--- src/common/mem_pkg.sv ---
package mem_pkg;

    localparam int XLEN       = 64;
    localparam int ADDR_W     = 32;
    localparam int LINE_WORDS = 4; // also beats per burst

    localparam int LINE_BYTES = LINE_WORDS * XLEN / 8;
    localparam int OFFSET_W   = $clog2(LINE_BYTES);  // byte offset inside a line
    localparam int WORD_SEL_W = $clog2(LINE_WORDS);  // word index inside a line
    localparam int BYTE_SEL_W = OFFSET_W - WORD_SEL_W; // byte lane inside a word

    // funct3 encodings of the load/store group
    typedef enum logic [2:0] {
        OP_B  = 3'b000,
        OP_H  = 3'b001,
        OP_W  = 3'b010,
        OP_D  = 3'b011,
        OP_BU = 3'b100,
        OP_HU = 3'b101,
        OP_WU = 3'b110
    } mem_op_e;

    typedef enum logic [2:0] {
        IDLE,
        LOOKUP,
        WBACK,
        REFILL,
        FLUSH_SCAN,
        FLUSH_WB
    } dcache_state_e;

endpackage
--- src/common/dcache_req_if.sv ---
interface dcache_req_if import mem_pkg::*; ();

    logic              valid;
    logic [ADDR_W-1:0] addr;
    logic              wen;
    logic [XLEN-1:0]   wdata; // already placed in its byte lanes
    logic [XLEN/8-1:0] wmask;
    logic              fence;
    logic              ready; // one-cycle pulse per request
    logic [XLEN-1:0]   rdata; // whole word, valid with ready

    modport stage (
        output valid, addr, wen, wdata, wmask, fence,
        input  ready, rdata
    );

    modport cache (
        input  valid, addr, wen, wdata, wmask, fence,
        output ready, rdata
    );

endinterface

--- src/dcache/dcache.sv ---
module dcache import mem_pkg::*; #(
    parameter int LINE_COUNT = 16
) (
    input  logic              clk,
    input  logic              rst_i,
    dcache_req_if.cache       req,
    output logic              hit_o,
    output logic              miss_o,
    output logic              r_valid_o,
    output logic [ADDR_W-1:0] r_addr_o,
    input  logic              r_ready_i,
    input  logic              r_last_i,
    input  logic [XLEN-1:0]   r_data_i,
    output logic              w_valid_o,
    output logic [ADDR_W-1:0] w_addr_o,
    output logic [XLEN-1:0]   w_data_o,
    input  logic              w_ready_i,
    input  logic              w_last_i
);

    localparam int INDEX_W = $clog2(LINE_COUNT);
    localparam int TAG_W   = ADDR_W - INDEX_W - OFFSET_W;

    dcache_state_e         state_q;
    logic [TAG_W-1:0]      tag_q [LINE_COUNT];
    logic [XLEN-1:0]       data_q [LINE_COUNT][LINE_WORDS];
    logic [LINE_COUNT-1:0] valid_q;
    logic [LINE_COUNT-1:0] dirty_q;
    logic [INDEX_W-1:0]    line_q; // request index, or scan index during a fence
    logic [WORD_SEL_W-1:0] beat_q;
    logic [ADDR_W-1:0]     addr_q;
    logic                  wen_q;
    logic [XLEN-1:0]       wdata_q;
    logic [XLEN/8-1:0]     wmask_q;
    logic                  retry_q; // lookup after a refill, no event
    logic                  ready_q;
    logic [XLEN-1:0]       rdata_q;

    logic [TAG_W-1:0]      req_tag;
    logic [WORD_SEL_W-1:0] req_word;
    logic                  hit;
    logic                  store_hit;
    logic                  refill_beat;

    assign req_tag     = addr_q[ADDR_W-1 -: TAG_W];
    assign req_word    = addr_q[BYTE_SEL_W +: WORD_SEL_W];
    assign hit         = valid_q[line_q] && (tag_q[line_q] == req_tag);
    assign store_hit   = (state_q == LOOKUP) && hit && wen_q;
    assign refill_beat = (state_q == REFILL) && r_ready_i;

    assign hit_o  = (state_q == LOOKUP) && hit && !retry_q;
    assign miss_o = (state_q == LOOKUP) && !hit;

    assign r_valid_o = (state_q == REFILL);
    assign r_addr_o  = {req_tag, line_q, {OFFSET_W{1'b0}}};
    assign w_valid_o = (state_q == WBACK) || (state_q == FLUSH_WB);
    assign w_addr_o  = {tag_q[line_q], line_q, {OFFSET_W{1'b0}}};
    assign w_data_o  = data_q[line_q][beat_q];

    assign req.ready = ready_q;
    assign req.rdata = rdata_q;

    // storage and request payload
    always_ff @(posedge clk) begin
        if (state_q == IDLE && req.valid) begin
            addr_q  <= req.addr;
            wen_q   <= req.wen;
            wdata_q <= req.wdata;
            wmask_q <= req.wmask;
        end
        if (refill_beat) begin
            data_q[line_q][beat_q] <= r_data_i;
            if (r_last_i) begin
                tag_q[line_q] <= req_tag;
            end
        end
        if (store_hit) begin
            for (int b = 0; b < XLEN/8; b++) begin
                if (wmask_q[b]) begin
                    data_q[line_q][req_word][8*b +: 8] <= wdata_q[8*b +: 8];
                end
            end
        end
        if (state_q == LOOKUP && hit) begin
            rdata_q <= data_q[line_q][req_word]; // old word, ignored for stores
        end
    end

    always_ff @(posedge clk) begin
        if (rst_i) begin
            state_q <= IDLE;
            valid_q <= '0;
            dirty_q <= '0;
            line_q  <= '0;
            beat_q  <= '0;
            retry_q <= 1'b0;
            ready_q <= 1'b0;
        end else begin
            ready_q <= 1'b0;
            case (state_q)
                IDLE: begin
                    retry_q <= 1'b0;
                    beat_q  <= '0;
                    if (req.fence) begin
                        line_q  <= '0;
                        state_q <= FLUSH_SCAN;
                    end else if (req.valid) begin
                        line_q  <= req.addr[OFFSET_W +: INDEX_W];
                        state_q <= LOOKUP;
                    end
                end
                LOOKUP: begin
                    if (hit) begin
                        ready_q <= 1'b1;
                        if (wen_q) begin
                            dirty_q[line_q] <= 1'b1;
                        end
                        state_q <= IDLE;
                    end else if (valid_q[line_q] && dirty_q[line_q]) begin
                        state_q <= WBACK; // victim goes out first
                    end else begin
                        state_q <= REFILL;
                    end
                end
                WBACK, FLUSH_WB: begin
                    if (w_ready_i) begin
                        beat_q <= beat_q + 1'b1;
                        if (w_last_i) begin
                            beat_q          <= '0;
                            dirty_q[line_q] <= 1'b0;
                            state_q         <= (state_q == WBACK) ? REFILL : FLUSH_SCAN;
                        end
                    end
                end
                REFILL: begin
                    if (r_ready_i) begin
                        beat_q <= beat_q + 1'b1;
                        if (r_last_i) begin
                            beat_q          <= '0;
                            valid_q[line_q] <= 1'b1;
                            dirty_q[line_q] <= 1'b0;
                            retry_q         <= 1'b1;
                            state_q         <= LOOKUP; // now a guaranteed hit
                        end
                    end
                end
                FLUSH_SCAN: begin
                    if (valid_q[line_q] && dirty_q[line_q]) begin
                        state_q <= FLUSH_WB;
                    end else if (line_q == INDEX_W'(LINE_COUNT - 1)) begin
                        valid_q <= '0; // whole cache invalid once flushed
                        ready_q <= 1'b1;
                        state_q <= IDLE;
                    end else begin
                        line_q <= line_q + 1'b1;
                    end
                end
                default: state_q <= IDLE;
            endcase
        end
    end

endmodule

--- src/flat_wrapper.sv ---
// flat-port wrapper written by rule: the top's interface ports become plain ports
module dcache_flat import mem_pkg::*;
#(
    parameter int LINE_COUNT = 16
)
  (clk, rst_i, hit_o, miss_o, r_valid_o, r_addr_o, r_ready_i, r_last_i, r_data_i, w_valid_o, w_addr_o, w_data_o, w_ready_i, w_last_i, req_valid, req_addr, req_wen, req_wdata, req_wmask, req_fence, req_ready, req_rdata);
  dcache_req_if req_i ();
  input  logic clk;
  input  logic rst_i;
  output logic hit_o;
  output logic miss_o;
  output logic r_valid_o;
  output logic [ADDR_W-1:0] r_addr_o;
  input  logic r_ready_i;
  input  logic r_last_i;
  input  logic [XLEN-1:0] r_data_i;
  output logic w_valid_o;
  output logic [ADDR_W-1:0] w_addr_o;
  output logic [XLEN-1:0] w_data_o;
  input  logic w_ready_i;
  input  logic w_last_i;
  input wire logic [$bits(req_i.valid)-1:0] req_valid;
  input wire logic [$bits(req_i.addr)-1:0] req_addr;
  input wire logic [$bits(req_i.wen)-1:0] req_wen;
  input wire logic [$bits(req_i.wdata)-1:0] req_wdata;
  input wire logic [$bits(req_i.wmask)-1:0] req_wmask;
  input wire logic [$bits(req_i.fence)-1:0] req_fence;
  output wire logic [$bits(req_i.ready)-1:0] req_ready;
  output wire logic [$bits(req_i.rdata)-1:0] req_rdata;
  assign req_i.valid = req_valid;
  assign req_i.addr = req_addr;
  assign req_i.wen = req_wen;
  assign req_i.wdata = req_wdata;
  assign req_i.wmask = req_wmask;
  assign req_i.fence = req_fence;
  assign req_ready = req_i.ready;
  assign req_rdata = req_i.rdata;
  dcache #(.LINE_COUNT(LINE_COUNT)) u_core (.clk(clk), .rst_i(rst_i), .req(req_i), .hit_o(hit_o), .miss_o(miss_o), .r_valid_o(r_valid_o), .r_addr_o(r_addr_o), .r_ready_i(r_ready_i), .r_last_i(r_last_i), .r_data_i(r_data_i), .w_valid_o(w_valid_o), .w_addr_o(w_addr_o), .w_data_o(w_data_o), .w_ready_i(w_ready_i), .w_last_i(w_last_i));
endmodule
--- config.mk ---
export PLATFORM = sky130hd
export DESIGN_NAME = dcache_flat
export DESIGN_NICKNAME = d
export VERILOG_FILES = /design/src/common/mem_pkg.sv /design/src/common/dcache_req_if.sv /design/src/dcache/dcache.sv /design/src/flat_wrapper.sv
export SDC_FILE = /design/constraint.sdc
export NUM_CORES = 2
export LEC_CHECK = 0
export BUFFER_PORTS_ARGS = -buffer_cell sky130_fd_sc_hd__buf_2
export CAP_MARGIN = 20
export CORE_MARGIN = 2
export CORE_UTILIZATION = 45
export DETAILED_ROUTE_END_ITERATION = 8
export PLACE_DENSITY = 0.62
export SLEW_MARGIN = 20
export SYNTH_ARGS = -nofsm -noshare
export SYNTH_HDL_FRONTEND = slang
export SYNTH_MEMORY_MAX_BITS = 65536
export SYNTH_SLANG_ARGS = --single-unit
--- constraint.sdc ---
create_clock -name clk -period 22.7 [get_ports clk]
set_input_delay 4.54 -clock clk [delete_from_list [all_inputs] [get_ports clk]]
set_output_delay 4.54 -clock clk [all_outputs]
set_load 0.05 [all_outputs]
After elaboration in Yosys (flattened, before gate mapping)
Memories as Yosys holds them, arrays and structs flattened. A register that Yosys moved wholly into a read port is not among the register bits. Index checks and enable logic that the tools add are counted.

Add/subtract/negate cells: 2. Magnitude comparators: 6. Equal/unequal tests: 18. Muxes and demuxes: 2152. Bitwise operators: 2054. Reduce and logical (&&, ||, !) cells: 27.

Operators with widths (count): 256-bit 2-to-1 mux (9); 1-bit 2-to-1 mux (2077); 1-bit OR (2048); 64-bit demux with 2-bit select (9); 64-bit 2-to-1 mux (6); 64-bit binary-select mux with 2-bit select (2); 16-bit 2-to-1 mux (11); 56-bit 2-to-1 mux (1); 48-bit 2-to-1 mux (1); 16-bit case mux with 3 select lines (1); 40-bit 2-to-1 mux (1); 32-bit 2-to-1 mux (1); 4-bit 2-to-1 mux (8); 16-bit OR (2); 16-bit case mux with 2 select lines (1); 3-bit 2-to-1 mux (10); 24-bit 2-to-1 mux (1); 23-bit == test (1); 16-bit bitwise AND (1); 16-bit inverter (1); 3-bit case mux with 5 select lines (1); 1-bit logical AND (11); 2-bit by 1-bit inequality test with 1-bit output, second input constant (5); 1-bit binary-select mux with 4-bit select (2); 31 further kinds (48).

Bits in registers: 212. Bits in writable memories: 4464. Input port bits: 177. Output and inout port bits: 197. Word-level logic and storage cells: 4273. Memories kept: 2.

Memories: u_core.data_q (depth 16, width 256, rd ports 1, clocked after memory_dff 1, write ports 1, line dcache.sv:26) `logic [XLEN-1:0] data_q [LINE_COUNT][LINE_WORDS];`; u_core.tag_q (depth 16, width 23, rd ports 1, clocked after memory_dff 1, write ports 1, line dcache.sv:25) `logic [TAG_W-1:0] tag_q [LINE_COUNT];`.

Depth between registers and ports, before layout
Word-level depth: 15. Mapped depth: 16. Mapped depth without buffers: 9.

Worst setup path after synthesis
OpenSTA, ideal clock, no wires.

Kind: input to register. Start point: in req_valid. End point: reg u_core.addr_q[10], enable pin. Setup time: 0.829 ns. Arrival: 14.409 ns. Required time: 21.871 ns. Setup slack: 7.462 ns. Cell stages on the path: 1. Path buffers: 0. Path through: nor4b_1.

Cells in the longest elaborated chain, start to end: 1.

Ends and longest elaborated chain: from (decl) (line flat_wrapper.sv:22) `input wire logic [$bits(req_i.valid)-1:0] req_valid;`; 1-bit logical AND (line dcache.sv:65) `if (state_q == IDLE && req.valid) begin`; to (signal assigned) (line dcache.sv:66) `addr_q <= req.addr;`; to (decl) (line dcache.sv:31) `logic [ADDR_W-1:0] addr_q;`.

No other way between the ends. A chain may end at the register's enable or synchronous reset.

==> impl_results.md <==
- Status: finished, final reports clean
- Pre-CTS setup slack: 11520 ps
- Netlist cell types: 67
- DRC viols: 0
- VDD IR max: 0.0789 mV
- Detailed Route WL: 492 mm
- Final setup viols: 0
- Worst endpoint required time: 18160 ps
- Reg area: 140000 sq um
- Final hold vios: 0
- Slew Viols, Final: 0
- Worst-path maximum fanout: 48
- Drt wl/cell: 33.9 microns
- Clock slew at reported path FFs: 60 ps
- CP max stage delay: 870 ps
- FFs w/ async S/R, synth: 0%
- Fill count: 31700
- Total CTS buffers: 462
- Post-route ant nets: 0
- Final period util: 51.9%
- WS Path Type: flop to output pin
- Number of synthesized register bits: 4673
- Root buf cell: clkbuf_16
- HP Class: flop to flop
- Horiz. Die Dim: 646 microns
- PnR worst setup slack: 10910 ps
- Global-route usage over all layers: 23.3%
- Top-area cell type share of the netlist area: 74.9%
- Cell Rows: 235
- P_leak: 63.5 nW
- Worst-Margin Slew: 1190 ps
- Yosys top cell by area: edfxtp_1
- Most frequent CP cell: buf_4
- Post-Route Setup TNS: 0 ps
- Total power per unit cell area: 102 nW/um^2
- Final HPWL DP: 314 mm
- Main synth FF type: edfxtp_1
- Area of the multi-input gates: 43700 sq um
- Vias per cell: 6.19
- Die area: 417000 sq um
- Seq/Total Area, Yosys: 75.4%
- Initial core utilization: 45.2%
- Slowest-stage cell, CP: buf_4
- Post-Syn Area per Cell: 22.6 sq um
- H-Tree Depth: 5
- First-pass GRT wire length: 685 mm
- Iter 0 DRT Violations: 11400
- RSZ-0062 raised after global routing: no
- Final min period: 11790 ps
- GRT overflow: 0
- Largest net degree at the start of global routing: 153
- Most frequent cells after synthesis: edfxtp_1 (4626), mux4_2 (1445), a21oi_1 (506)
- Layout area overhead: 12.6%
- Clock Latency Late Sink: 1030 ps
- Routability cong.: 0.884
- Setup crit end kind: output pin
- Post-synth EDFFs: 4626
- Clock Path Buffers: 4
- Synthesized cell area: 186000 sq um
- Max cap viols: 0
- CP Cell Sequence: buf_4, buf_4, buf_4, buf_4, mux4_2, a211oi_1, a21oi_1, mux4_2, buf_2
- Crit path DAT: 7250 ps
- Slew HR: 20.5%
- Non-Filler Instances: 14500
- PostCTS Resize Cnt: 0
- Sink Count: 4673
- Yosys warnings: 0
- Count leader, synth: edfxtp_1
- Placeable core region: 410000 sq um
- Placed Cells: 13600
- I/O pins: 374
- Drt first pass iters: 6
- DR vias: 90000
- Final clock skew: 80.1 ps
- Port Buffer Count: 360
- Nets: 8808
- Peak Freq: 84.8 MHz
- Initial antenna violation count: 76
- Post-CTS setup buffers: 0
- Number of global-route vias before repair: 89400
- CTS Hold Bufs: 0
- Worst Setup Start Kind: flop
- Die Height: 646 microns
- CTS tree: built
- Synth top area cells: edfxtp_1 (75%), mux4_2 (18%), a21oi_1 (1.4%), mux2_2 (1.1%), clkbuf_1 (0.73%)
- Layout cell share with drive strength beyond 1: 33.3%
- Post-Synthesis Cells: 8202
[worst max-delay path: cells and delay by family (launching register included)]
kind	cells	cell delay (ps)
buffers and inverters	5	3470
AOI/OAI and AO/OA	2	680
DFF	1	750
muxes	2	1220
[sequential cells by signal, indices dropped and copies added, names as in the netlist, named ones only]
name,count
u_core.req.ready,1
u_core.wen_q,1
u_core.addr_q,25
u_core.line_q,4
u_core.wmask_q,8
u_core.retry_q,1
u_core.state_q,3
u_core.wdata_q,64
u_core.beat_q,2
u_core.tag_q,368
u_core.data_q,4096
u_core.req.rdata,64
u_core.valid_q,16
[metrics by stage]
step                      power (mW)  cell area [sq um]  utilization, %  hold WS (ps)
final                           21.4             209000            51.0           466
after global routing            22.0             209000            50.9           481
after CTS                       21.5             208000            50.8           466
after detailed placement        14.0             194000            47.2           458
after global placement          14.0             193000            47.1           447
after floorplan                 12.5             186000               -           432
[cell families (layout without fill, tap and decap cells)]
kind of cell,Yosys count,count (layout),share of synthesized area [%]
other,1,71,0.00202
muxes,1831,1831,19.8
adders and majority gates,8,8,0.0539
AOI/OAI and AO/OA,659,659,1.96
buffers and inverters,614,1419,1.45
and+or+nand+nor,387,387,1.22
xor gates and xnor gates,29,29,0.137
DFF,4673,4673,75.4
[layout make-up]
class                   instances  share of cell area, %
flip-flops and latches       4673                   66.9
multi-input cells            2924                   20.9
clock buffers                 554                   5.72
well taps                    5451                   3.26
repair buffers                544                   1.64
clock inverters               303                   1.44
diodes                         61                 0.0730
inverters                      18                 0.0413
[where the power goes]
group	total [mW]	switching, mW	internal [mW]	leakage, nW
Combinational	4.18	2.57	1.60	14.2
Clock	7.54	3.28	4.26	7.30
Sequential	9.69	0.130	9.56	42.0
[cell usage in the layout (no fill, tap or decap), drive strengths merged, types with 31 or more instances in the layout]
cell and n:
mux2 264, mux4 1445, o21ai 34, a21oi 506, and2 52, clkbuf 557
edfxtp 4626, nand4 31, mux2i 122, nor2 144, buf 541, nand2 66
clkinv 233, nand3 45, dfxtp 47, a211oi 43, diode 61, bufinv 44
[worst paths after layout]
kind | startpoint | end | slack [ps] | cells after the start
max reg2reg | flop | u_core.data_q[15][211]$_DFFE_PP_ | 15110 | 13
min | flop | flop | 470 | 2
max | flop | w_data_o[10] | 10910 | 9
min reg2reg | flop | flop | 470 | 2
[layer usage]
| metal | wire length (microns) | global-route usage [%] |
|---|---|---|
| met5 | 47 | 0 |
| met4 | 19700 | 9.57 |
| met3 | 41100 | 4.27 |
| met2 | 241000 | 37.4 |
| met1 | 191000 | 31.6 |
Note: power is estimated with default switching activity, not from simulation.
