File: src/dcache/dcache_perf_counters.sv
module dcache_perf_counters (
    input  logic        clk,
    input  logic        rst_i,
    input  logic        hit_i,
    input  logic        miss_i,
    output logic [63:0] cache_hit_o,
    output logic [63:0] cache_miss_o
);

    // one pulse per lookup, so at most one counter moves per cycle
    always_ff @(posedge clk) begin
        if (rst_i) begin
            cache_hit_o <= '0;
        end else if (hit_i) begin
            cache_hit_o <= cache_hit_o + 64'd1;
        end
    end

    always_ff @(posedge clk) begin
        if (rst_i) begin
            cache_miss_o <= '0;
        end else if (miss_i) begin
            cache_miss_o <= cache_miss_o + 64'd1;
        end
    end

endmodule

File: config.mk
export PLATFORM = sky130hd
export DESIGN_NAME = dcache_perf_counters
export DESIGN_NICKNAME = d
export VERILOG_FILES = /design/src/dcache/dcache_perf_counters.sv
export SDC_FILE = /design/constraint.sdc
export NUM_CORES = 1
export LEC_CHECK = 0
export ABC_CLOCK_PERIOD_IN_PS = 7050
export BUFFER_PORTS_ARGS = -buffer_cell sky130_fd_sc_hd__buf_4
export CORE_MARGIN = 2
export CORE_UTILIZATION = 55
export CTS_CLUSTER_SIZE = 24
export DETAILED_ROUTE_END_ITERATION = 10
export PLACE_DENSITY_LB_ADDON = 0.3
export SYNTH_ARGS = -nofsm -noshare
export SYNTH_HDL_FRONTEND = slang
export SYNTH_SLANG_ARGS = --single-unit
File: constraint.sdc
create_clock -name clk -period 7.05 [get_ports clk]
set_input_delay 0 -clock clk [delete_from_list [all_inputs] [get_ports clk]]
set_output_delay 0 -clock clk [all_outputs]
set_load 0.005 [all_outputs]
; After elaboration in Yosys (flattened, before gate mapping)
; Index checks and enable logic that the tools add are counted.
[op_classes]
addsub = 2
[op_table]
columns = op, count
row1 = "adder 64 x 1 -> 64 bit, second input constant", 2
[totals]
ff_bits = 128
inputBits = 4
out_inout_bits = 128

; Logic depth before layout (Yosys ltp)
; Gate-level depths: netlist of run 1.
[depth]
ltp_word = 1
ltp_mapped = 8
mapped_depth_nobuf = 6

; Worst setup path before layout of run 1
; No wires, ideal clock.
[synth_timing]
kind = register to register
from = register cache_hit_o[0]
to = register cache_hit_o[58]
setup_time_ns = 0.071
arrival_time_ns = 2.384
path_slack_ns = 4.595
stages_incl_launch_ff = 8
n_path_buf = 1
period_less_slack_ns = 2.455
path_cell_list = dfxtp_1 > ha_1 > nand4_1 > or4_4 > or3_1 > clkbuf_2 > or4_1 > a21oi_1
[synth_between]
elab_chain_len = 1
[synth_lines]
columns = element, line
row1 = from (decl), 6  ; output logic [63:0] cache_hit_o,
row2 = from (signal assigned), 15  ; cache_hit_o <= cache_hit_o + 64'd1;
row3 = adder 64 x 1 -> 64 bit, 15
; Every way passes these cells.
; A chain may end at the register's enable or synchronous reset.

; Worst setup path after layout of run 1
[layout_timing]
from = register cache_miss_o[12]
to = register cache_miss_o[45]
[layout_between]
elab_chain_len = 1
[layout_lines]
columns = element, line
row1 = from (decl), 7  ; output logic [63:0] cache_miss_o
row2 = from (signal assigned), 23  ; cache_miss_o <= cache_miss_o + 64'd1;
row3 = adder 64 x 1 -> 64 bit, 23
; Every way passes these cells.

==> flow_metrics.env, run 1 <==
export IMPL_cts_tree="built"
export IMPL_timing_critical_path_mode_cell="nand4_1"
export IMPL_yosysSeqAreaShare=0.413
export IMPL_clkSinkCount=128
export IMPL_fin_crit_sh=0.405
export IMPL_cp_data_arrival_time_ps=3210
export IMPL_cts_max_path_buffers=2
export IMPL_cts_htree_levels=4
export IMPL_setup_tns_final_ps=0
export IMPL_period_needed_ps=2860
export IMPL_grt_usage=0.282
export IMPL_layout_common_cells="buf_4, dfxtp_1, nor2_1"
export IMPL_die_h_um=110
export IMPL_path_cells="nand4_1 > nor4_2 > nand4_1 > or4_1 > a21oi_1"
export IMPL_synthArstFlopShare=0
export IMPL_die_area_sq_um=12100
export IMPL_avgViaCountPerCell=6.19
export IMPL_worst_slew_pin_slew_ps=852
export IMPL_avgSynthCellArea_sq_um=8.19
export IMPL_worstSetupPathType="register to register"
export IMPL_drt_iter0_markers=482
export IMPL_critical_path_max_fanout=13
export IMPL_rr_endpoint="cache_miss_o[45]"
export IMPL_rr_startpoint="cache_miss_o[12]"
export IMPL_cts_made_buffers=17
export IMPL_initial_core_util=0.567
export IMPL_synth_seq_cells=128
export IMPL_rsz0062_at_grt="no"
export IMPL_hold_violations=0
export IMPL_top_usage_layer="met2"
export IMPL_skew_ps=9.01
export IMPL_avgRoutedWirePerCell_um=16.5
export IMPL_relSlewSlack=0.427
export IMPL_diodes=0
export IMPL_status="finished clean"
export IMPL_ant_nets=0
export IMPL_synthFlopType="dfxtp_1"
export IMPL_antenna_found_initial=0
export IMPL_grt_util_met1=0.332
export IMPL_nets=888
export IMPL_finalSetupViolations=0
export IMPL_syn_to_final_growth_pct=27.5
export IMPL_leakagePower_nw=2.75
export IMPL_numPortBuffers=131
export IMPL_cts_root_buf="clkbuf_16"
export IMPL_power_density_nw_per_um2=217
export IMPL_ir_drop_v=0.000223
export IMPL_drc_errors=0
export IMPL_crit_path_end_kind="register"
export IMPL_ioPinCount=132
export IMPL_start_kind="register"
export IMPL_grt_util_met3=0.0800
export IMPL_path_buf_inv=0
export IMPL_yosys_warnings=0
export IMPL_cp_required_ps=7400
export IMPL_ys_types=43
export IMPL_drive_above_1_share=0.199
export IMPL_hold_start="rst_i"
export IMPL_final_max_slew_viol_count=0
export IMPL_clk_pin_slew_ps=60
export IMPL_dpl_hpwl_mm=11.8
export IMPL_syn_nets=763
export IMPL_cts_resized=0
export IMPL_gp_congestion=0.877
export IMPL_crit_family="simple AND/OR/NAND/NOR gates"
export IMPL_min_delay_path_depth=2
export IMPL_syn_inst=757
export IMPL_layout_commonest_cell="buf_4"
export IMPL_reg2reg_slack_ps=4190
export IMPL_drv_cap=0
export IMPL_dr_pass1_iters=5
export IMPL_grt_pass1_vias=5817
export IMPL_vias=6405
export IMPL_final_util=0.723
export IMPL_hp_class="input pin to register"
export IMPL_hold_end="cache_miss_o[4]"
export IMPL_critical_path_slowest_cell="nor4_2"
export IMPL_maxClockFrequency_ghz=0.350
export IMPL_core_area_sq_um=10900
export IMPL_num_rows=38
export IMPL_use_met2=0.480
export IMPL_slowest_delay_ps=680
export IMPL_power_mw=1.72
export IMPL_synth_edf_count=0
export IMPL_wl_mm=17.1
export IMPL_r2r_cells=5
export IMPL_fillers=855
export IMPL_grt_overflow_total=0
export IMPL_fp_dieW_um=110
export IMPL_grt_pass1_wl_mm=27.0
export IMPL_post_cts_buffers=0
export IMPL_syn_area_sq_um=6200
export IMPL_grt_max_degree=67
export IMPL_clkLatencyLatePin_ps=420
==> what timing repair did <==
action / in CTS / in global routing
hold endpoints to repair: 5 / 0
endpoints found under the setup margin: 0 / 0
hold buffers: 2 / 0
==> flip-flops by register name (all words and copies together) (netlist names) <==
register,count
cache_hit_o,64
cache_miss_o,64
==> worst reg2reg max path, stage by stage, from the launching register on <==
cell and delay, ps:
dfxtp_1 450, nand4_1 490, nor4_2 680, nand4_1 480, or4_1 550, a21oi_1 150
==> how the worst max path moves through the flow <==
stage	from	end	slack, ps	cells after the start
floorplan	cache_hit_o[0]	cache_hit_o[58]	4590	7
global placement	cache_miss_o[12]	cache_miss_o[45]	4380	5
detailed placement	cache_miss_o[12]	cache_miss_o[45]	4240	5
CTS	cache_miss_o[12]	cache_miss_o[45]	4200	5
global route	cache_miss_o[12]	cache_miss_o[45]	3860	5
finish	cache_miss_o[12]	cache_miss_o[45]	4190	5
==> synthesized netlist by cell type (6+ instances only) <==
cell type | number | share of area
nor2_1 | 90 | 0.054
clkbuf_1 | 24 | 0.015
or3_1 | 39 | 0.039
nand3_1 | 51 | 0.041
dfxtp_1 | 128 | 0.41
nand4_1 | 57 | 0.057
o21ai_0 | 37 | 0.030
xnor2_1 | 34 | 0.048
a21oi_1 | 54 | 0.044
or4_1 | 18 | 0.022
o31ai_1 | 16 | 0.019
and4_1 | 12 | 0.017
xor2_1 | 36 | 0.051
inv_1 | 12 | 0.0073
nor4_1 | 30 | 0.030
and2_1 | 6 | 0.0061
and3_1 | 11 | 0.011
nor3_1 | 21 | 0.017
nand2_1 | 49 | 0.030
==> per-layer routing <==
metal,wire (um),vias to the layer above
met4,414,0
met2,8350,269
met5,0,-
li1,-,3051
met3,1320,46
met1,6980,3039
==> power breakdown <==
group          total [mW]  internal [mW]  switching [mW]
logic              0.0283        0.00918          0.0192
registers           0.730          0.726         0.00428
clock network       0.959          0.643           0.316
total                1.72           1.38           0.340
==> cell families after synthesis <==
| group | synth area share |
|---|---|
| AOI/OAI and AO/OA | 0.0986 |
| xor gates and xnor gates | 0.0988 |
| adders and majority gates | 0.00403 |
| buffers and inverters | 0.0284 |
| DFF | 0.413 |
| muxes | 0.00323 |
| and+or+nand+nor | 0.354 |
==> area by class of cell <==
| class | count | area (sq um) | share of cell area |
|---|---|---|---|
| flip-flops and latches | 128 | 2560 | 0.324 |
| well taps | 140 | 175 | 0.0221 |
| clock buffers | 21 | 460 | 0.0582 |
| multi-input cells | 588 | 3460 | 0.438 |
| inverters | 12 | 45.0 | 0.00569 |
| clock inverters | 11 | 185 | 0.0234 |
| repair buffers | 135 | 1020 | 0.129 |
==> through the flow <==
| step | instance area, sq um | hold slack [ps] | std cells | worst slack (ps) |
|---|---|---|---|---|
| global placement | 7250 | 327 | 1001 | 4380 |
| global route | 7910 | 108 | 1035 | 3860 |
| floorplan | 6200 | 172 | 757 | 4590 |
| finish | 7910 | 76.2 | 1035 | 4190 |
| detailed placement | 7250 | 336 | 1001 | 4240 |
| CTS | 7910 | 76.3 | 1035 | 4200 |
Power figures use the tool's default switching activity.
==> inputs of run 2 (changes only) <==
ABC_CLOCK_PERIOD_IN_PS = 2800   (was 7050)
clock period = 2.8 ns   (was 7.05 ns; I/O delays follow)
==> flow_metrics.env, run 2 (synthesis results as in run 1) <==
export IMPL_diodes=0
export IMPL_dpl_hpwl_mm=12.0
export IMPL_drt_iter0_markers=448
export IMPL_grt_pass1_vias=5649
export IMPL_vias=6368
export IMPL_skew_ps=7.73
export IMPL_clkSinkCount=128
export IMPL_avgViaCountPerCell=6.04
export IMPL_relSlewSlack=0.577
export IMPL_gp_congestion=0.879
export IMPL_p_sw_frac=0.196
export IMPL_cts_max_path_buffers=2
export IMPL_drv_cap=0
export IMPL_layout_common_cells="buf_4, dfxtp_1, nor2_1"
export IMPL_dpl_cell_area_sq_um=7390
export IMPL_rsz0062_at_grt="no"
export IMPL_ioPinCount=132
export IMPL_critical_path_slowest_cell="or4_4"
export IMPL_p_int_mw=3.34
export IMPL_avgRoutedWirePerCell_um=16.3
export IMPL_wl_mm=17.2
export IMPL_final_max_slew_viol_count=0
export IMPL_numPortBuffers=131
export IMPL_path_buf_inv=0
export IMPL_antenna_found_initial=0
export IMPL_grt_usage=0.285
export IMPL_fp_dieW_um=110
export IMPL_maxClockFrequency_ghz=0.386
export IMPL_core_area_sq_um=10900
export IMPL_drc_errors=0
export IMPL_cp_data_arrival_time_ps=2930
export IMPL_grt_overflow_total=0
export IMPL_num_rows=38
export IMPL_fin_area_sq_um=8030
export IMPL_cp_required_ps=3140
export IMPL_cts_htree_levels=4
export IMPL_die_h_um=110
export IMPL_drive_above_1_share=0.213
export IMPL_worstSetupPathType="register to register"
export IMPL_syn_to_final_growth_pct=29.4
export IMPL_setup_tns_final_ps=0
export IMPL_p_clk_frac=0.538
export IMPL_fillers=843
export IMPL_clkLatencyLatePin_ps=420
export IMPL_path_cells="ha_1 > nand4_1 > or4_4 > or3_4 > or4_1 > a21oi_1"
export IMPL_critical_path_max_fanout=16
export IMPL_power_mw=4.15
export IMPL_share_seq_of_total_power=0.443
export IMPL_grt_max_degree=54
export IMPL_hold_violations=0
export IMPL_dr_pass1_iters=5
export IMPL_period_needed_ps=2590
export IMPL_finalSetupViolations=0
export IMPL_ant_nets=0
export IMPL_crit_family="simple AND/OR/NAND/NOR gates"
export IMPL_combPwrFrac=0.019
export IMPL_status="finished clean"
export IMPL_ir_drop_v=0.000555
export IMPL_grt_pass1_wl_mm=27.3
export IMPL_die_area_sq_um=12100
export IMPL_cts_made_buffers=17
export IMPL_hp_class="input pin to register"
export IMPL_cts_root_buf="clkbuf_16"
export IMPL_slowest_delay_ps=530
export IMPL_start_kind="register"
export IMPL_power_density_nw_per_um2=517
export IMPL_p_switching_mw=0.813
export IMPL_cts_tree="built"
export IMPL_layout_commonest_cell="buf_4"
export IMPL_crit_path_end_kind="register"
export IMPL_clk_pin_slew_ps=50
export IMPL_nets=909
export IMPL_reg_top3="cache_hit_o x64, cache_miss_o x64"
export IMPL_leakagePower_nw=2.84
export IMPL_worst_slew_pin_slew_ps=629
export IMPL_fin_crit_sh=0.926
export IMPL_initial_core_util=0.567
run 2: changes by cell type in the layout (fill, tap and decap cells not counted), sizes merged:
| cell | previous run | this run |
|---|---|---|
| bufinv | 5 | 3 |
| buf | 133 | 152 |
| clkbuf | 21 | 24 |
| dlygate4sd3 | 2 | 4 |
| clkinvlp | 2 | 0 |
| clkinv | 4 | 3 |
run 2: worst paths after layout:
path                     from                to  slack, ps  depth (start not counted)
max reg2reg    cache_hit_o[1]   cache_hit_o[50]        210                          6
max            cache_hit_o[1]   cache_hit_o[50]        210                          6
min                    miss_i   cache_miss_o[0]        480                          4
min reg2reg  cache_miss_o[62]  cache_miss_o[62]        510                          2
run 2: timing repair:
item / 4_1_cts / 5_1_grt
hold buffers: 4 / 0
gates resized for setup: 0 / 1
buffers inserted: 0 / 0
hold endpoints to repair: 12 / 0
setup endpoints to repair: 0 / 1
run 2: routing by layer:
metal / vias to the layer above / part of all wire / global-route usage
li1: 3089 / - / -
met1: 3014 / 0.43 / 0.366
met2: 234 / 0.49 / 0.469
met3: 31 / 0.067 / 0.0747
met4: 0 / 0.015 / 0.0920
met5: - / 0 / 0
run 2: worst min-delay path, stage by stage:
cell           delay, ps
dlygate4sd3_1        530
buf_4                170
xnor2_1               80
nor2_1                80
run 2: layout make-up:
cell class | instances | area [sq um] | area share
clock buffer | 24 | 492 | 0.0612
tap | 140 | 175 | 0.0218
inverter | 12 | 45.0 | 0.00561
timing repair buffer | 156 | 1180 | 0.147
multi-input combinational | 588 | 3470 | 0.432
clock inverter | 6 | 105 | 0.0131
sequential | 128 | 2560 | 0.319
run 2: power by group through the flow:
stage                     clock (mW)  sequential, mW  combinational [mW]
after CTS                       2.27            1.84              0.0786
final                           2.23            1.84              0.0787
after global routing            2.34            1.84              0.0866
after global placement             0            1.87              0.0714
after floorplan                    0            1.88              0.0451
after detailed placement           0            1.88              0.0736
run 2: through the flow:
step                      setup WS [ps]  hold slack [ps]  std cells   util
after floorplan                     345              172        757      -
after CTS                           107              461       1054  0.734
after detailed placement            144              352       1020  0.676
final                               206              484       1054  0.734
after global routing                101              489       1054  0.734
after global placement              272              326       1020  0.676
==> inputs of run 3 (changes only) <==
RECOVER_POWER = 100   (was unset)
==> flow_metrics.env, run 3 (synthesis results as in run 1) <==
export IMPL_hold_violations=0
export IMPL_crit_path_start="cache_hit_o[1]"
export IMPL_layout_commonest_cell="dfxtp_1"
export IMPL_skew_ps=7.59
export IMPL_crit_path_end_kind="register"
export IMPL_leakagePower_nw=2.64
export IMPL_reg_top3="cache_hit_o x64, cache_miss_o x64"
export IMPL_hold_start="miss_i"
export IMPL_cts_max_path_buffers=2
export IMPL_relSlewSlack=0.283
export IMPL_num_rows=38
export IMPL_hp_class="input pin to register"
export IMPL_grt_pass1_wl_mm=27.3
export IMPL_drive_above_1_share=0.177
export IMPL_post_cts_buffers=0
export IMPL_start_kind="register"
export IMPL_avgViaCountPerCell=6.03
export IMPL_status="finished clean"
export IMPL_fin_area_sq_um=7890
export IMPL_grt_usage=0.285
export IMPL_cp_required_ps=3140
export IMPL_fp_dieW_um=110
export IMPL_ioPinCount=132
export IMPL_worst_slew_pin_slew_ps=1080
export IMPL_final_max_slew_viol_count=0
export IMPL_timing_final_ws_setup_ps=196
export IMPL_cts_made_buffers=17
export IMPL_wl_mm=17.1
export IMPL_drc_errors=0
export IMPL_dpl_hpwl_mm=12.0
export IMPL_die_area_sq_um=12100
export IMPL_grt_overflow_total=0
export IMPL_layout_common_cells="dfxtp_1, clkbuf_4, nor2_1"
export IMPL_clkLatencyLatePin_ps=420
export IMPL_worstSetupPathType="register to register"
export IMPL_initial_core_util=0.567
export IMPL_dr_pass1_iters=5
export IMPL_rr_startpoint="cache_hit_o[1]"
export IMPL_holdWs_ps=485
export IMPL_cts_htree_levels=4
export IMPL_ir_drop_v=0.000556
export IMPL_finalSetupViolations=0
export IMPL_grt_pass1_vias=5649
export IMPL_nets=909
export IMPL_gp_congestion=0.879
export IMPL_core_area_sq_um=10900
export IMPL_vias=6355
export IMPL_fillers=889
export IMPL_dpl_cell_area_sq_um=7390
export IMPL_cp_data_arrival_time_ps=2940
export IMPL_ant_nets=0
export IMPL_clkSinkCount=128
export IMPL_grt_max_degree=54
export IMPL_rsz0062_at_grt="no"
export IMPL_diodes=0
export IMPL_final_util=0.722
export IMPL_die_h_um=110
export IMPL_fin_crit_sh=0.930
export IMPL_cts_tree="built"
export IMPL_antenna_found_initial=0
export IMPL_clk_pin_slew_ps=50
export IMPL_place_ws_ps=144
export IMPL_avgRoutedWirePerCell_um=16.2
export IMPL_period_needed_ps=2600
export IMPL_syn_to_final_growth_pct=27.2
export IMPL_cts_root_buf="clkbuf_16"
export IMPL_critical_path_max_fanout=16
export IMPL_power_density_nw_per_um2=525
export IMPL_drt_iter0_markers=399
export IMPL_drv_cap=0
export IMPL_maxClockFrequency_ghz=0.384
export IMPL_numPortBuffers=131
export IMPL_setup_tns_final_ps=0
## run 3: cell types whose count changed in the layout (fill, tap and decap cells not counted), sizes merged
cell / previous run / this run
buf: 152 / 15
clkbuf: 24 / 161
## run 3: path summary, 6_finish.rpt
kind	end	slack, ps	depth (start not counted)
worst max register to register	cache_hit_o[50]	200	6
worst min-delay path	cache_miss_o[0]	480	4
worst max-delay path	cache_hit_o[50]	200	6
worst min register to register	cache_miss_o[62]	510	2
## run 3: report_power, final
| group | internal (mW) | total (mW) | switching, mW |
|---|---|---|---|
| logic | 0.0243 | 0.0757 | 0.0514 |
| registers | 1.83 | 1.84 | 0.00838 |
| clock network | 1.48 | 2.23 | 0.756 |
| total | 3.33 | 4.15 | 0.815 |
## run 3: cell type report
cell class                      count  area, sq um  share of cell area
Timing Repair Buffer              156         1070               0.135
Clock inverter                      6          105              0.0133
Sequential cell                   128         2560               0.325
Tap cell                          140          175              0.0222
Multi-Input combinational cell    588         3450               0.437
Inverter                           12         45.0             0.00571
Clock buffer                       24          492              0.0623
## run 3: repair_timing
action | in CTS | in global routing
setup endpoints to repair | 0 | 1
hold buffers | 4 | 0
hold endpoints to repair | 12 | 0
resized for setup | 0 | 1
## run 3: layer usage
layer  up-vias  track usage  wire (um)
met5         -            0          0
met4         0       0.0920        275
met3        30       0.0747       1180
met2       242        0.469       8350
met1      2986        0.366       7320
li1       3097            -          -
## run 3: worst max-delay path: stages (launching register included)
cell	delay, ps
dfxtp_1	420
ha_1	250
nand4_1	150
or4_1	560
or3_4	480
or4_1	500
a21oi_1	170
## run 3: stage by stage
step	cells	total power [mW]
3_3_place_gp	1020	1.95
4_1_cts	1054	4.18
5_1_grt	1054	4.26
2_1_floorplan	757	1.92
3_5_place_dp	1020	1.95
6_report	1054	4.15
