### config.mk
export PLATFORM = sky130hd
export DESIGN_NAME = mem_stage_flat
export DESIGN_NICKNAME = d
export VERILOG_FILES = /design/src/common/mem_pkg.sv /design/src/common/dcache_req_if.sv /design/src/logic/mem_stage.sv /design/src/flat_wrapper.sv
export SDC_FILE = /design/constraint.sdc
export NUM_CORES = 1
export LEC_CHECK = 0
export BUFFER_PORTS_ARGS = -buffer_cell sky130_fd_sc_hd__clkbuf_2
export CAP_MARGIN = 5
export CELL_PAD_IN_SITES_DETAIL_PLACEMENT = 1
export CELL_PAD_IN_SITES_GLOBAL_PLACEMENT = 1
export CORE_UTILIZATION = 25
export DETAILED_ROUTE_END_ITERATION = 8
export GPL_ROUTABILITY_DRIVEN = 0
export MAX_ROUTING_LAYER = met4
export PLACE_DENSITY_LB_ADDON = 0.1
export SLEW_MARGIN = 20
export SYNTH_ARGS = -nofsm -noshare
export SYNTH_HDL_FRONTEND = slang
export SYNTH_SLANG_ARGS = --single-unit
### constraint.sdc
create_clock -name clk -period 1.6 [get_ports clk]
set_input_delay 0.08 -clock clk [delete_from_list [all_inputs] [get_ports clk]]
set_output_delay 0.08 -clock clk [all_outputs]
set_load 0.005 [all_outputs]
### src/common/mem_pkg.sv
package mem_pkg;

    localparam int XLEN       = 64;
    localparam int ADDR_W     = 32;
    localparam int LINE_WORDS = 4; // also beats per burst

    localparam int LINE_BYTES = LINE_WORDS * XLEN / 8;
    localparam int OFFSET_W   = $clog2(LINE_BYTES);  // byte offset inside a line
    localparam int WORD_SEL_W = $clog2(LINE_WORDS);  // word index inside a line
    localparam int BYTE_SEL_W = OFFSET_W - WORD_SEL_W; // byte lane inside a word

    // funct3 encodings of the load/store group
    typedef enum logic [2:0] {
        OP_B  = 3'b000,
        OP_H  = 3'b001,
        OP_W  = 3'b010,
        OP_D  = 3'b011,
        OP_BU = 3'b100,
        OP_HU = 3'b101,
        OP_WU = 3'b110
    } mem_op_e;

    typedef enum logic [2:0] {
        IDLE,
        LOOKUP,
        WBACK,
        REFILL,
        FLUSH_SCAN,
        FLUSH_WB
    } dcache_state_e;

endpackage
### src/common/dcache_req_if.sv
interface dcache_req_if import mem_pkg::*; ();

    logic              valid;
    logic [ADDR_W-1:0] addr;
    logic              wen;
    logic [XLEN-1:0]   wdata; // already placed in its byte lanes
    logic [XLEN/8-1:0] wmask;
    logic              fence;
    logic              ready; // one-cycle pulse per request
    logic [XLEN-1:0]   rdata; // whole word, valid with ready

    modport stage (
        output valid, addr, wen, wdata, wmask, fence,
        input  ready, rdata
    );

    modport cache (
        input  valid, addr, wen, wdata, wmask, fence,
        output ready, rdata
    );

endinterface

### src/logic/mem_stage.sv
module mem_stage import mem_pkg::*; (
    input  logic              clk,
    input  logic              mem_valid_i,
    input  logic              wen_i,
    input  logic              fence_i,
    input  mem_op_e           func3_i,
    input  logic [ADDR_W-1:0] addr_i,
    input  logic [XLEN-1:0]   wdata_i,
    output logic              mem_ready_o,
    output logic [XLEN-1:0]   r_data_o,
    dcache_req_if.stage       req
);

    logic [XLEN/8-1:0]     mask_base;
    logic [BYTE_SEL_W-1:0] offs_q;
    mem_op_e               op_q;
    logic                  load_q;
    logic [XLEN-1:0]       shifted;
    logic [XLEN-1:0]       ext;

    // store side: lane placement and byte enables
    always_comb begin
        case (func3_i)
            OP_B, OP_BU: mask_base = 8'h01;
            OP_H, OP_HU: mask_base = 8'h03;
            OP_W, OP_WU: mask_base = 8'h0f;
            default:     mask_base = '1; // sd
        endcase
    end

    assign req.valid = mem_valid_i;
    assign req.addr  = addr_i;
    assign req.wen   = wen_i;
    assign req.fence = fence_i;
    assign req.wdata = wdata_i << {addr_i[BYTE_SEL_W-1:0], 3'b000};
    assign req.wmask = mask_base << addr_i[BYTE_SEL_W-1:0];

    // format of the access in flight, used when the word comes back
    always_ff @(posedge clk) begin
        if (mem_valid_i || fence_i) begin
            offs_q <= addr_i[BYTE_SEL_W-1:0];
            op_q   <= func3_i;
            load_q <= mem_valid_i && !wen_i;
        end
    end

    always_comb begin
        shifted = req.rdata >> {offs_q, 3'b000};
        case (op_q)
            OP_B:    ext = {{(XLEN-8){shifted[7]}}, shifted[7:0]};
            OP_H:    ext = {{(XLEN-16){shifted[15]}}, shifted[15:0]};
            OP_W:    ext = {{(XLEN-32){shifted[31]}}, shifted[31:0]};
            OP_BU:   ext = {{(XLEN-8){1'b0}}, shifted[7:0]};
            OP_HU:   ext = {{(XLEN-16){1'b0}}, shifted[15:0]};
            OP_WU:   ext = {{(XLEN-32){1'b0}}, shifted[31:0]};
            default: ext = shifted; // ld
        endcase
    end

    assign r_data_o    = load_q ? ext : '0;
    assign mem_ready_o = req.ready; // loads, stores and fences share one pulse

endmodule

### src/flat_wrapper.sv
// flat-port wrapper written by rule: the top's interface ports become plain ports
module mem_stage_flat import mem_pkg::*;
  (clk, mem_valid_i, wen_i, fence_i, func3_i, addr_i, wdata_i, mem_ready_o, r_data_o, req_valid, req_addr, req_wen, req_wdata, req_wmask, req_fence, req_ready, req_rdata);
  dcache_req_if req_i ();
  input  logic clk;
  input  logic mem_valid_i;
  input  logic wen_i;
  input  logic fence_i;
  input  mem_op_e func3_i;
  input  logic [ADDR_W-1:0] addr_i;
  input  logic [XLEN-1:0] wdata_i;
  output logic mem_ready_o;
  output logic [XLEN-1:0] r_data_o;
  output wire logic [$bits(req_i.valid)-1:0] req_valid;
  output wire logic [$bits(req_i.addr)-1:0] req_addr;
  output wire logic [$bits(req_i.wen)-1:0] req_wen;
  output wire logic [$bits(req_i.wdata)-1:0] req_wdata;
  output wire logic [$bits(req_i.wmask)-1:0] req_wmask;
  output wire logic [$bits(req_i.fence)-1:0] req_fence;
  input wire logic [$bits(req_i.ready)-1:0] req_ready;
  input wire logic [$bits(req_i.rdata)-1:0] req_rdata;
  assign req_valid = req_i.valid;
  assign req_addr = req_i.addr;
  assign req_wen = req_i.wen;
  assign req_wdata = req_i.wdata;
  assign req_wmask = req_i.wmask;
  assign req_fence = req_i.fence;
  assign req_i.ready = req_ready;
  assign req_i.rdata = req_rdata;
  mem_stage u_core (.clk(clk), .mem_valid_i(mem_valid_i), .wen_i(wen_i), .fence_i(fence_i), .func3_i(func3_i), .addr_i(addr_i), .wdata_i(wdata_i), .mem_ready_o(mem_ready_o), .r_data_o(r_data_o), .req(req_i));
endmodule
---- Yosys cells after proc, flatten, opt, wreduce, memory -nomap -nowiden ----
Index checks and enable logic that the tools add are counted.
storage, ports and cells
  word-level logic and storage cells ...... 27
  input port bits ......................... 168
  output and inout port bits .............. 172
  bits in registers ....................... 7
cells by class
  mux-type cells .......................... 3
  reductions and logical operators ........ 8
  eq/ne operators ......................... 10
  shifts and indexed selects .............. 3
operators by type and width
  kind                  count
  $pmux W64 S6          1
  $mux W64              1
  $shl A64 B6 Y64       1
  $shr A64 B6 Y64       1
  $pmux W8 S3           1
  $eq A3 B3 Y1 const B  6
  $shl A8 B3 Y8         1
  $eq A3 B1 Y1 const B  2
  $eq A3 B2 Y1 const B  2
  $logic_not A3 Y1      2
  $reduce_or A2 Y1      3
  $logic_and A1 B1 Y1   1
  $logic_not A1 Y1      1
  $logic_or A1 B1 Y1    1

---- Depth between registers and ports, before layout ----
Gate-level depths: netlist of the first run.
  depth after elaboration ................. 4
  depth in mapped cells ................... 8
  depth with buffers taken out ............ 5

---- Worst setup path after synthesis of the first run ----
No wires, ideal clock.
  path type ............................... register to output
  start point ............................. reg u_core.offs_q[0]
  end point ............................... out r_data_o[62]
  buffers on the path ..................... 3
  arrival ................................. 1.705 ns
  stages on the path, launching flop included .. 7
  path slack .............................. -0.185 ns
  required time ........................... 1.520 ns
  cell sequence ........................... edfxtp_1 -> buf_6 -> buf_4 -> buf_6 -> nor3_1 -> nand2_1 -> a221oi_2
on the way
  longest elaborated chain between the ends .. 3
ends and longest elaborated chain
  what                      line                source
  start: declaration        mem_stage.sv:15     logic [BYTE_SEL_W-1:0] offs_q;
  start signal: assignment  mem_stage.sv:41     offs_q <= addr_i[BYTE_SEL_W-1:0];
  $shr A64 B6 Y64           mem_stage.sv:48     shifted = req.rdata >> {offs_q, 3'b000};
  $pmux W64 S6              mem_stage.sv:49     case (op_q)
  $mux W64                  mem_stage.sv:60     assign r_data_o = load_q ? ext : '0;
  end: declaration          flat_wrapper.sv:13  output logic [XLEN-1:0] r_data_o;
No other way between the ends.

---- Worst setup path in the final report of the first run ----
Same ends and word-level chain as after synthesis.

==> results.md, run 1 <==
- Outcome: complete, but fails checks
- Violated checks: setup timing
- Pre-antenna DRT Iters: 4
- Final net count: 1122
- Area contributors post-synth: mux2i_1, mux4_2, a21oi_1
- First-pass GRT wire length: 36200 um
- Finished Layout Cells: ~1200
- Clk pin slew, worst setup/hold paths: ~0.04 ns
- Peak VDD IR: approximately 0.29 mV
- Unrepaired setup endpoints after global routing: yes
- Final Cycle Share: 1.46
- Die Y-Extent: around 140 um
- Detailed Route WL: between 20000 and 25000 um
- Cells after DPL: between 1000 and 1500
- CTS root buf: clkbuf_16
- Final worst setup slack: -0.737 ns
- Slew HR: 0.694
- Max-cap violations: 0
- Leak: approximately 3.5 nW
- H-tree levels: 1
- Sequential Power Share: 0.070
- FFs w/ async S/R, synth: 0
- Max Clk Rate: 428 MHz
- Arrival @ worst endpoint: between 2 and 2.5 ns
- Sink of the worst hold path: u_core.op_q[2]
- Sum Neg Setup Slack: -38.73 ns
- # fillers: 2390
- Int Power: 1.89 mW
- Area leader, netlist: mux2i_1
- Port buffer count: between 200 and 300
- TritonCTS Buffers: 3
- Most frequent cells in the layout: clkbuf_2, mux2i_1, nand2_1, buf_4, nor2_1
- Number of remaining DRC errors: 0
- Number of global-route vias before repair: approximately 6400
- Overall die width: 141 um
- Sequential fraction of the synthesis area: 0.0435
- Number of routed nets with antenna violations: 0
- Clock sink total: 7
- Worst-margin pin slew: ~0.46 ns
- Wire per inst: approximately 20 um
- Hold Path Stages: 1
- GRT overflow: 0
- Mapped cell area: 4830 um^2
- IO Count: 340
- DP Wirelength: ~20000 um
- Final hold violations: 0
- Share of the synthesized area in the top cell type: 0.193
- CTS tree: done
- Total track usage: 0.237
- Max clock buf depth: 2
- Via count: between 6000 and 7000
- Crit Path Class: reg2out
- Area grow syn2layout: 50.8%
- Worst hold start: func3_i[2]
- Combinational share of power: 0.808
- Worst Path Required: about 1.5 ns
- Ys Warns: 0
- Max Slew Vio Count: 0
- Largest net degree at the start of global routing: 44
- Vias/cell: about 5.3
- Syn Inst Count: 683
- Initial antenna violation count: 0
- Startpoint Class: register
- Syn_area_per_cell: 7.07 um^2
- Count of cell types in the netlist: between 40 and 50
- Register bit total from synthesis: 7
- Syn nets: around 850
- Setup crit end kind: primary output
- Hold Path Class: in2reg
- Switching share of total power: 0.466
- Commonest non-fill, non-tap cell in the layout: clkbuf_2
- Clock network power share: 0.122
- Initial core utilization: 0.257
- Diodes inserted: 0
- WHS: around 0.067 ns
- Top FF cell, synth: edfxtp_1
- Final core occ: 0.387
- Critical Path Fanout Max: 6
- Post-synth EDFFs: 7
- Rows: 50
- Tmin final: about 2.3 ns
- Die Area: 19900 um^2
- P_sw: about 1.6 mW
- Core area: 18800 um^2
- Final setup viols: 64
- Pwr dens: 486 nW/um^2
- Iteration-0 DRC Markers: ~260
- Share of cells above drive strength 1: 0.516
repair_timing:
action	4_1_cts	5_1_grt
gates cloned	1	3
endpoints found under the setup margin	64	65
resized for setup	31	65
pin swaps	5	13
setup buffers	4	7
hold buffers	0	0
area by class of cell:
type	count	area, um^2	area share
Multi-Input combinational cell	566	4290	0.589
Timing Repair Buffer	373	2370	0.325
Tap cell	260	325	0.0447
Sequential cell	7	210	0.0289
Clock buffer	3	75.1	0.0103
Inverter	3	11.3	0.00155
Clock inverter	1	5.00	0.000687
registers in the layout, indices dropped and copies added (netlist names):
| register | count |
|---|---|
| u_core.op_q | 3 |
| u_core.offs_q | 3 |
| u_core.load_q | 1 |
per-stage QoR:
stage,power [mW],worst slack [ns],instance area (um^2)
6_report,3.54,-0.737,7280
5_1_grt,3.79,-0.826,7280
4_1_cts,3.37,-0.686,6980
3_5_place_dp,2.82,-0.514,6730
3_3_place_gp,2.77,-0.431,6730
2_1_floorplan,1.69,-0.165,4850
power by group through the flow:
stage / combinational (mW) / sequential (mW) / clock (mW)
after floorplan: 1.46 / 0.235 / 0
after global placement: 2.51 / 0.252 / 0
after detailed placement: 2.57 / 0.251 / 0
after CTS: 2.68 / 0.246 / 0.440
after global routing: 3.08 / 0.249 / 0.454
final: 2.86 / 0.247 / 0.433
worst max-delay path by stage:
stage,start,end,depth (start not counted)
after detailed placement,u_core.offs_q[1],r_data_o[32],8
after global routing,u_core.offs_q[0],r_data_o[62],8
after CTS,u_core.offs_q[0],r_data_o[44],9
after global placement,u_core.offs_q[1],r_data_o[20],6
final,u_core.offs_q[0],r_data_o[62],8
after floorplan,u_core.offs_q[0],r_data_o[22],7
critical path, stage by stage, from the launching register on:
cell      delay, ns
edfxtp_1       0.39
buf_6          0.16
buf_6          0.12
mux2i_1        0.12
a22oi_1        0.29
o21a_1         0.31
a21oi_4        0.15
a221oi_2       0.31
buf_2          0.16
cell usage after synthesis (2+ instances only):
library cell and n:
mux2i_1 93, a21oi_1 77, nand2_1 69, nor2_1 61, o21ai_0 56, buf_4 41
a211oi_1 36, clkbuf_1 35, nor2b_1 29, mux4_2 21, o22ai_1 18, mux2_2 17
and2_1 16, buf_2 16, buf_1 13, a21oi_2 10, nand2b_1 10, o21a_1 10
and3_1 7, edfxtp_1 7, nand3b_1 6, buf_6 3, or2_2 3, a21o_1 2
a22oi_1 2, inv_1 2, mux2_4 2, nand3_1 2, nor3_1 2
routing by layer:
metal | part of all wire | up-vias | track usage
met5 | 0 | - | -
met4 | 0.016 | 0 | 0.0475
met3 | 0.059 | 24 | 0.0245
met2 | 0.48 | 218 | 0.400
met1 | 0.44 | 3149 | 0.306
li1 | - | 3001 | -
kinds of logic after synthesis:
group                  count (synthesis)  share of synthesized area
buffers and inverters                111                      0.127
muxes                                133                      0.336
DFF                                    7                     0.0435
AOI/OAI and AO/OA                    222                      0.284
and+or+nand+nor                      210                      0.209
No activity file was read; power rests on OpenSTA's default activity.
==> run 2, diff against run 1 <==
RECOVER_POWER = 50   (was default)
==> run 2 against run 1 <==
The run still ends with setup timing left. Worst hold slack better by 0.016 ns. First-iteration DRC count unchanged. Non-clock buffer count unchanged. Design area down 0.67%. Count of clock-buffer cells in the layout unchanged. Final cell count unchanged. Clock power about the same. Via count about the same. Core utilization down 0.26 points. Total power down 0.40%. Critical path depth unchanged. Critical endpoint unchanged. Largest power group unchanged.
==> results.md, run 2 (synthesis results as in run 1) <==
- Outcome: complete, but fails checks (unchanged)
- Violated checks: setup timing (unchanged)
- Pre-antenna DRT Iters: 4 (unchanged)
- IO Count: 340 (unchanged)
- Combinational share of power: 0.807 (was 0.808)
- Worst slack, placed: -0.514 ns (unchanged)
- Clk pin slew, worst setup/hold paths: 0.04 ns (about the same)
- Final Cycle Share: 1.46 (about the same)
- Wire per inst: 20.2 um (unchanged)
- Worst hold start: func3_i[2] (unchanged)
- CTS tree: done (unchanged)
- Detailed Route WL: 24500 um (unchanged)
- Number of remaining DRC errors: 0 (unchanged)
- H-tree levels: 1 (unchanged)
- Vias/cell: 5.27 (about the same)
- Number of routed nets with antenna violations: 0 (unchanged)
- Max Slew Vio Count: 0 (unchanged)
- Critical Path Fanout Max: 6 (unchanged)
- Area grow syn2layout: 49.7% (was 50.8%)
- Tmin final: 2.33 ns (was 2.34 ns)
- Total power: 3.53 mW (was 3.54 mW)
- Clock network power share: 0.123 (was 0.122)
- Largest net degree at the start of global routing: 44 (unchanged)
- Max Clk Rate: 429 MHz (was 428 MHz)
- Biggest regs: u_core.offs_q (3), u_core.op_q (3), u_core.load_q (1) (unchanged)
- Design area: 7240 um^2 (was 7280 um^2)
- Sink of the worst hold path: u_core.op_q[2] (unchanged)
- Iteration-0 DRC Markers: 258 (unchanged)
- Startpoint Class: register (unchanged)
- Most frequent cells in the layout: clkbuf_2, mux2i_1, nand2_1, buf_4, nor2_1 (unchanged)
- Overall die width: 141 um (unchanged)
- Switching share of total power: 0.467 (was 0.466)
- Slew HR: 0.427 (was 0.694)
- Hold Path Stages: 1 (unchanged)
- Cells after DPL: 1194 (unchanged)
- Final setup viols: 97 (was 64)
- Total track usage: 0.237 (unchanged)
- Via count: 6397 (was 6392)
- Finished Layout Cells: 1213 (unchanged)
- Peak VDD IR: 0.290 mV (was 0.291 mV)
- Placed Area: 6730 um^2 (unchanged)
- Final hold violations: 0 (unchanged)
- DP Wirelength: 19700 um (unchanged)
- Crit Path Class: reg2out (unchanged)
- Port buffer count: 279 (unchanged)
- Leak: 3.41 nW (was 3.46 nW)
- Final worst setup slack: -0.730 ns (was -0.737 ns)
- Initial core utilization: 0.257 (unchanged)
- Worst-margin pin slew: 0.859 ns (was 0.459 ns)
- Share of cells above drive strength 1: 0.504 (was 0.516)
- Die Area: 19900 um^2 (unchanged)
- Final net count: 1122 (unchanged)
- Hold Path Class: in2reg (unchanged)
- TritonCTS Buffers: 3 (unchanged)
- Setup crit end kind: primary output (unchanged)
- Rows: 50 (unchanged)
- Sum Neg Setup Slack: -43.36 ns (was -38.73 ns)
- GRT overflow: 0 (unchanged)
- Max clock buf depth: 2 (unchanged)
- Arrival @ worst endpoint: 2.25 ns (was 2.26 ns)
- Unrepaired setup endpoints after global routing: yes (unchanged)
- Sequential Power Share: 0.070 (about the same)
- Pwr dens: 488 nW/um^2 (was 486 nW/um^2)
- Diodes inserted: 0 (unchanged)
- P_sw: 1.65 mW (about the same)
- Core area: 18800 um^2 (unchanged)
- First-pass GRT wire length: 36200 um (unchanged)
- Cts hold-fix bufs: 0 (unchanged)
- Int Power: 1.88 mW (was 1.89 mW)
- Max-cap violations: 0 (unchanged)
- Worst Path Required: 1.52 ns (about the same)
- Commonest non-fill, non-tap cell in the layout: clkbuf_2 (unchanged)
- Number of global-route vias before repair: 6429 (unchanged)
- CP Launch Point: u_core.offs_q[0] (unchanged)
- Die Y-Extent: 141 um (unchanged)
- Clock sink total: 7 (unchanged)
- CTS root buf: clkbuf_16 (unchanged)
- Initial antenna violation count: 0 (unchanged)
## run 2: worst max-delay path by stage
stage              endpoint  slack [ns]  cells after the start
3_5_place_dp   r_data_o[32]       -0.51                      8
6_report       r_data_o[62]       -0.73                      8
2_1_floorplan  r_data_o[22]       -0.16                      7
4_1_cts        r_data_o[44]       -0.69                      9
5_1_grt        r_data_o[62]       -0.83                      8
3_3_place_gp   r_data_o[20]       -0.43                      6
## run 2: through the flow
stage	hold WS (ns)	util
after floorplan	0.179	-
after global placement	0.160	0.357
after detailed placement	0.160	0.357
after CTS	0.0489	0.371
after global routing	0.0831	0.384
final	0.0822	0.384
## run 2: per-layer routing
layer	global-route usage	share of wire	up-vias
li1	-	-	3002
met1	0.306	0.44	3157
met2	0.400	0.48	214
met3	0.0245	0.059	24
met4	0.0475	0.016	0
met5	-	0	-
## run 2: cell type report
| class | instances | area (um^2) |
|---|---|---|
| inverter | 3 | 11.3 |
| sequential | 7 | 210 |
| multi-input combinational | 566 | 4290 |
| clock inverter | 1 | 5.00 |
| fill | 2397 | 11600 |
| timing repair buffer | 373 | 2320 |
| clock buffer | 3 | 75.1 |
| tap | 260 | 325 |
## run 2: power by group through the flow
stage | Clock, mW | Combinational, mW | Sequential (mW)
global placement | 0 | 2.51 | 0.252
finish | 0.435 | 2.85 | 0.248
global route | 0.454 | 3.07 | 0.249
floorplan | 0 | 1.46 | 0.235
CTS | 0.440 | 2.68 | 0.246
detailed placement | 0 | 2.57 | 0.251
## run 2: repair_timing
item / CTS / global route
gates cloned: 1 / 3
pin swaps: 5 / 13
resized for setup: 31 / 65
buffers inserted: 4 / 7
endpoints found under the setup margin: 64 / 65
endpoints found under the hold margin: 0 / 0
## run 2: critical path: stages, from the launching register on
cell	delay (ns)
edfxtp_1	0.39
buf_6	0.16
buf_6	0.12
mux2i_1	0.12
a22oi_1	0.29
o21a_1	0.31
a21oi_4	0.15
a221oi_2	0.31
buf_2	0.16
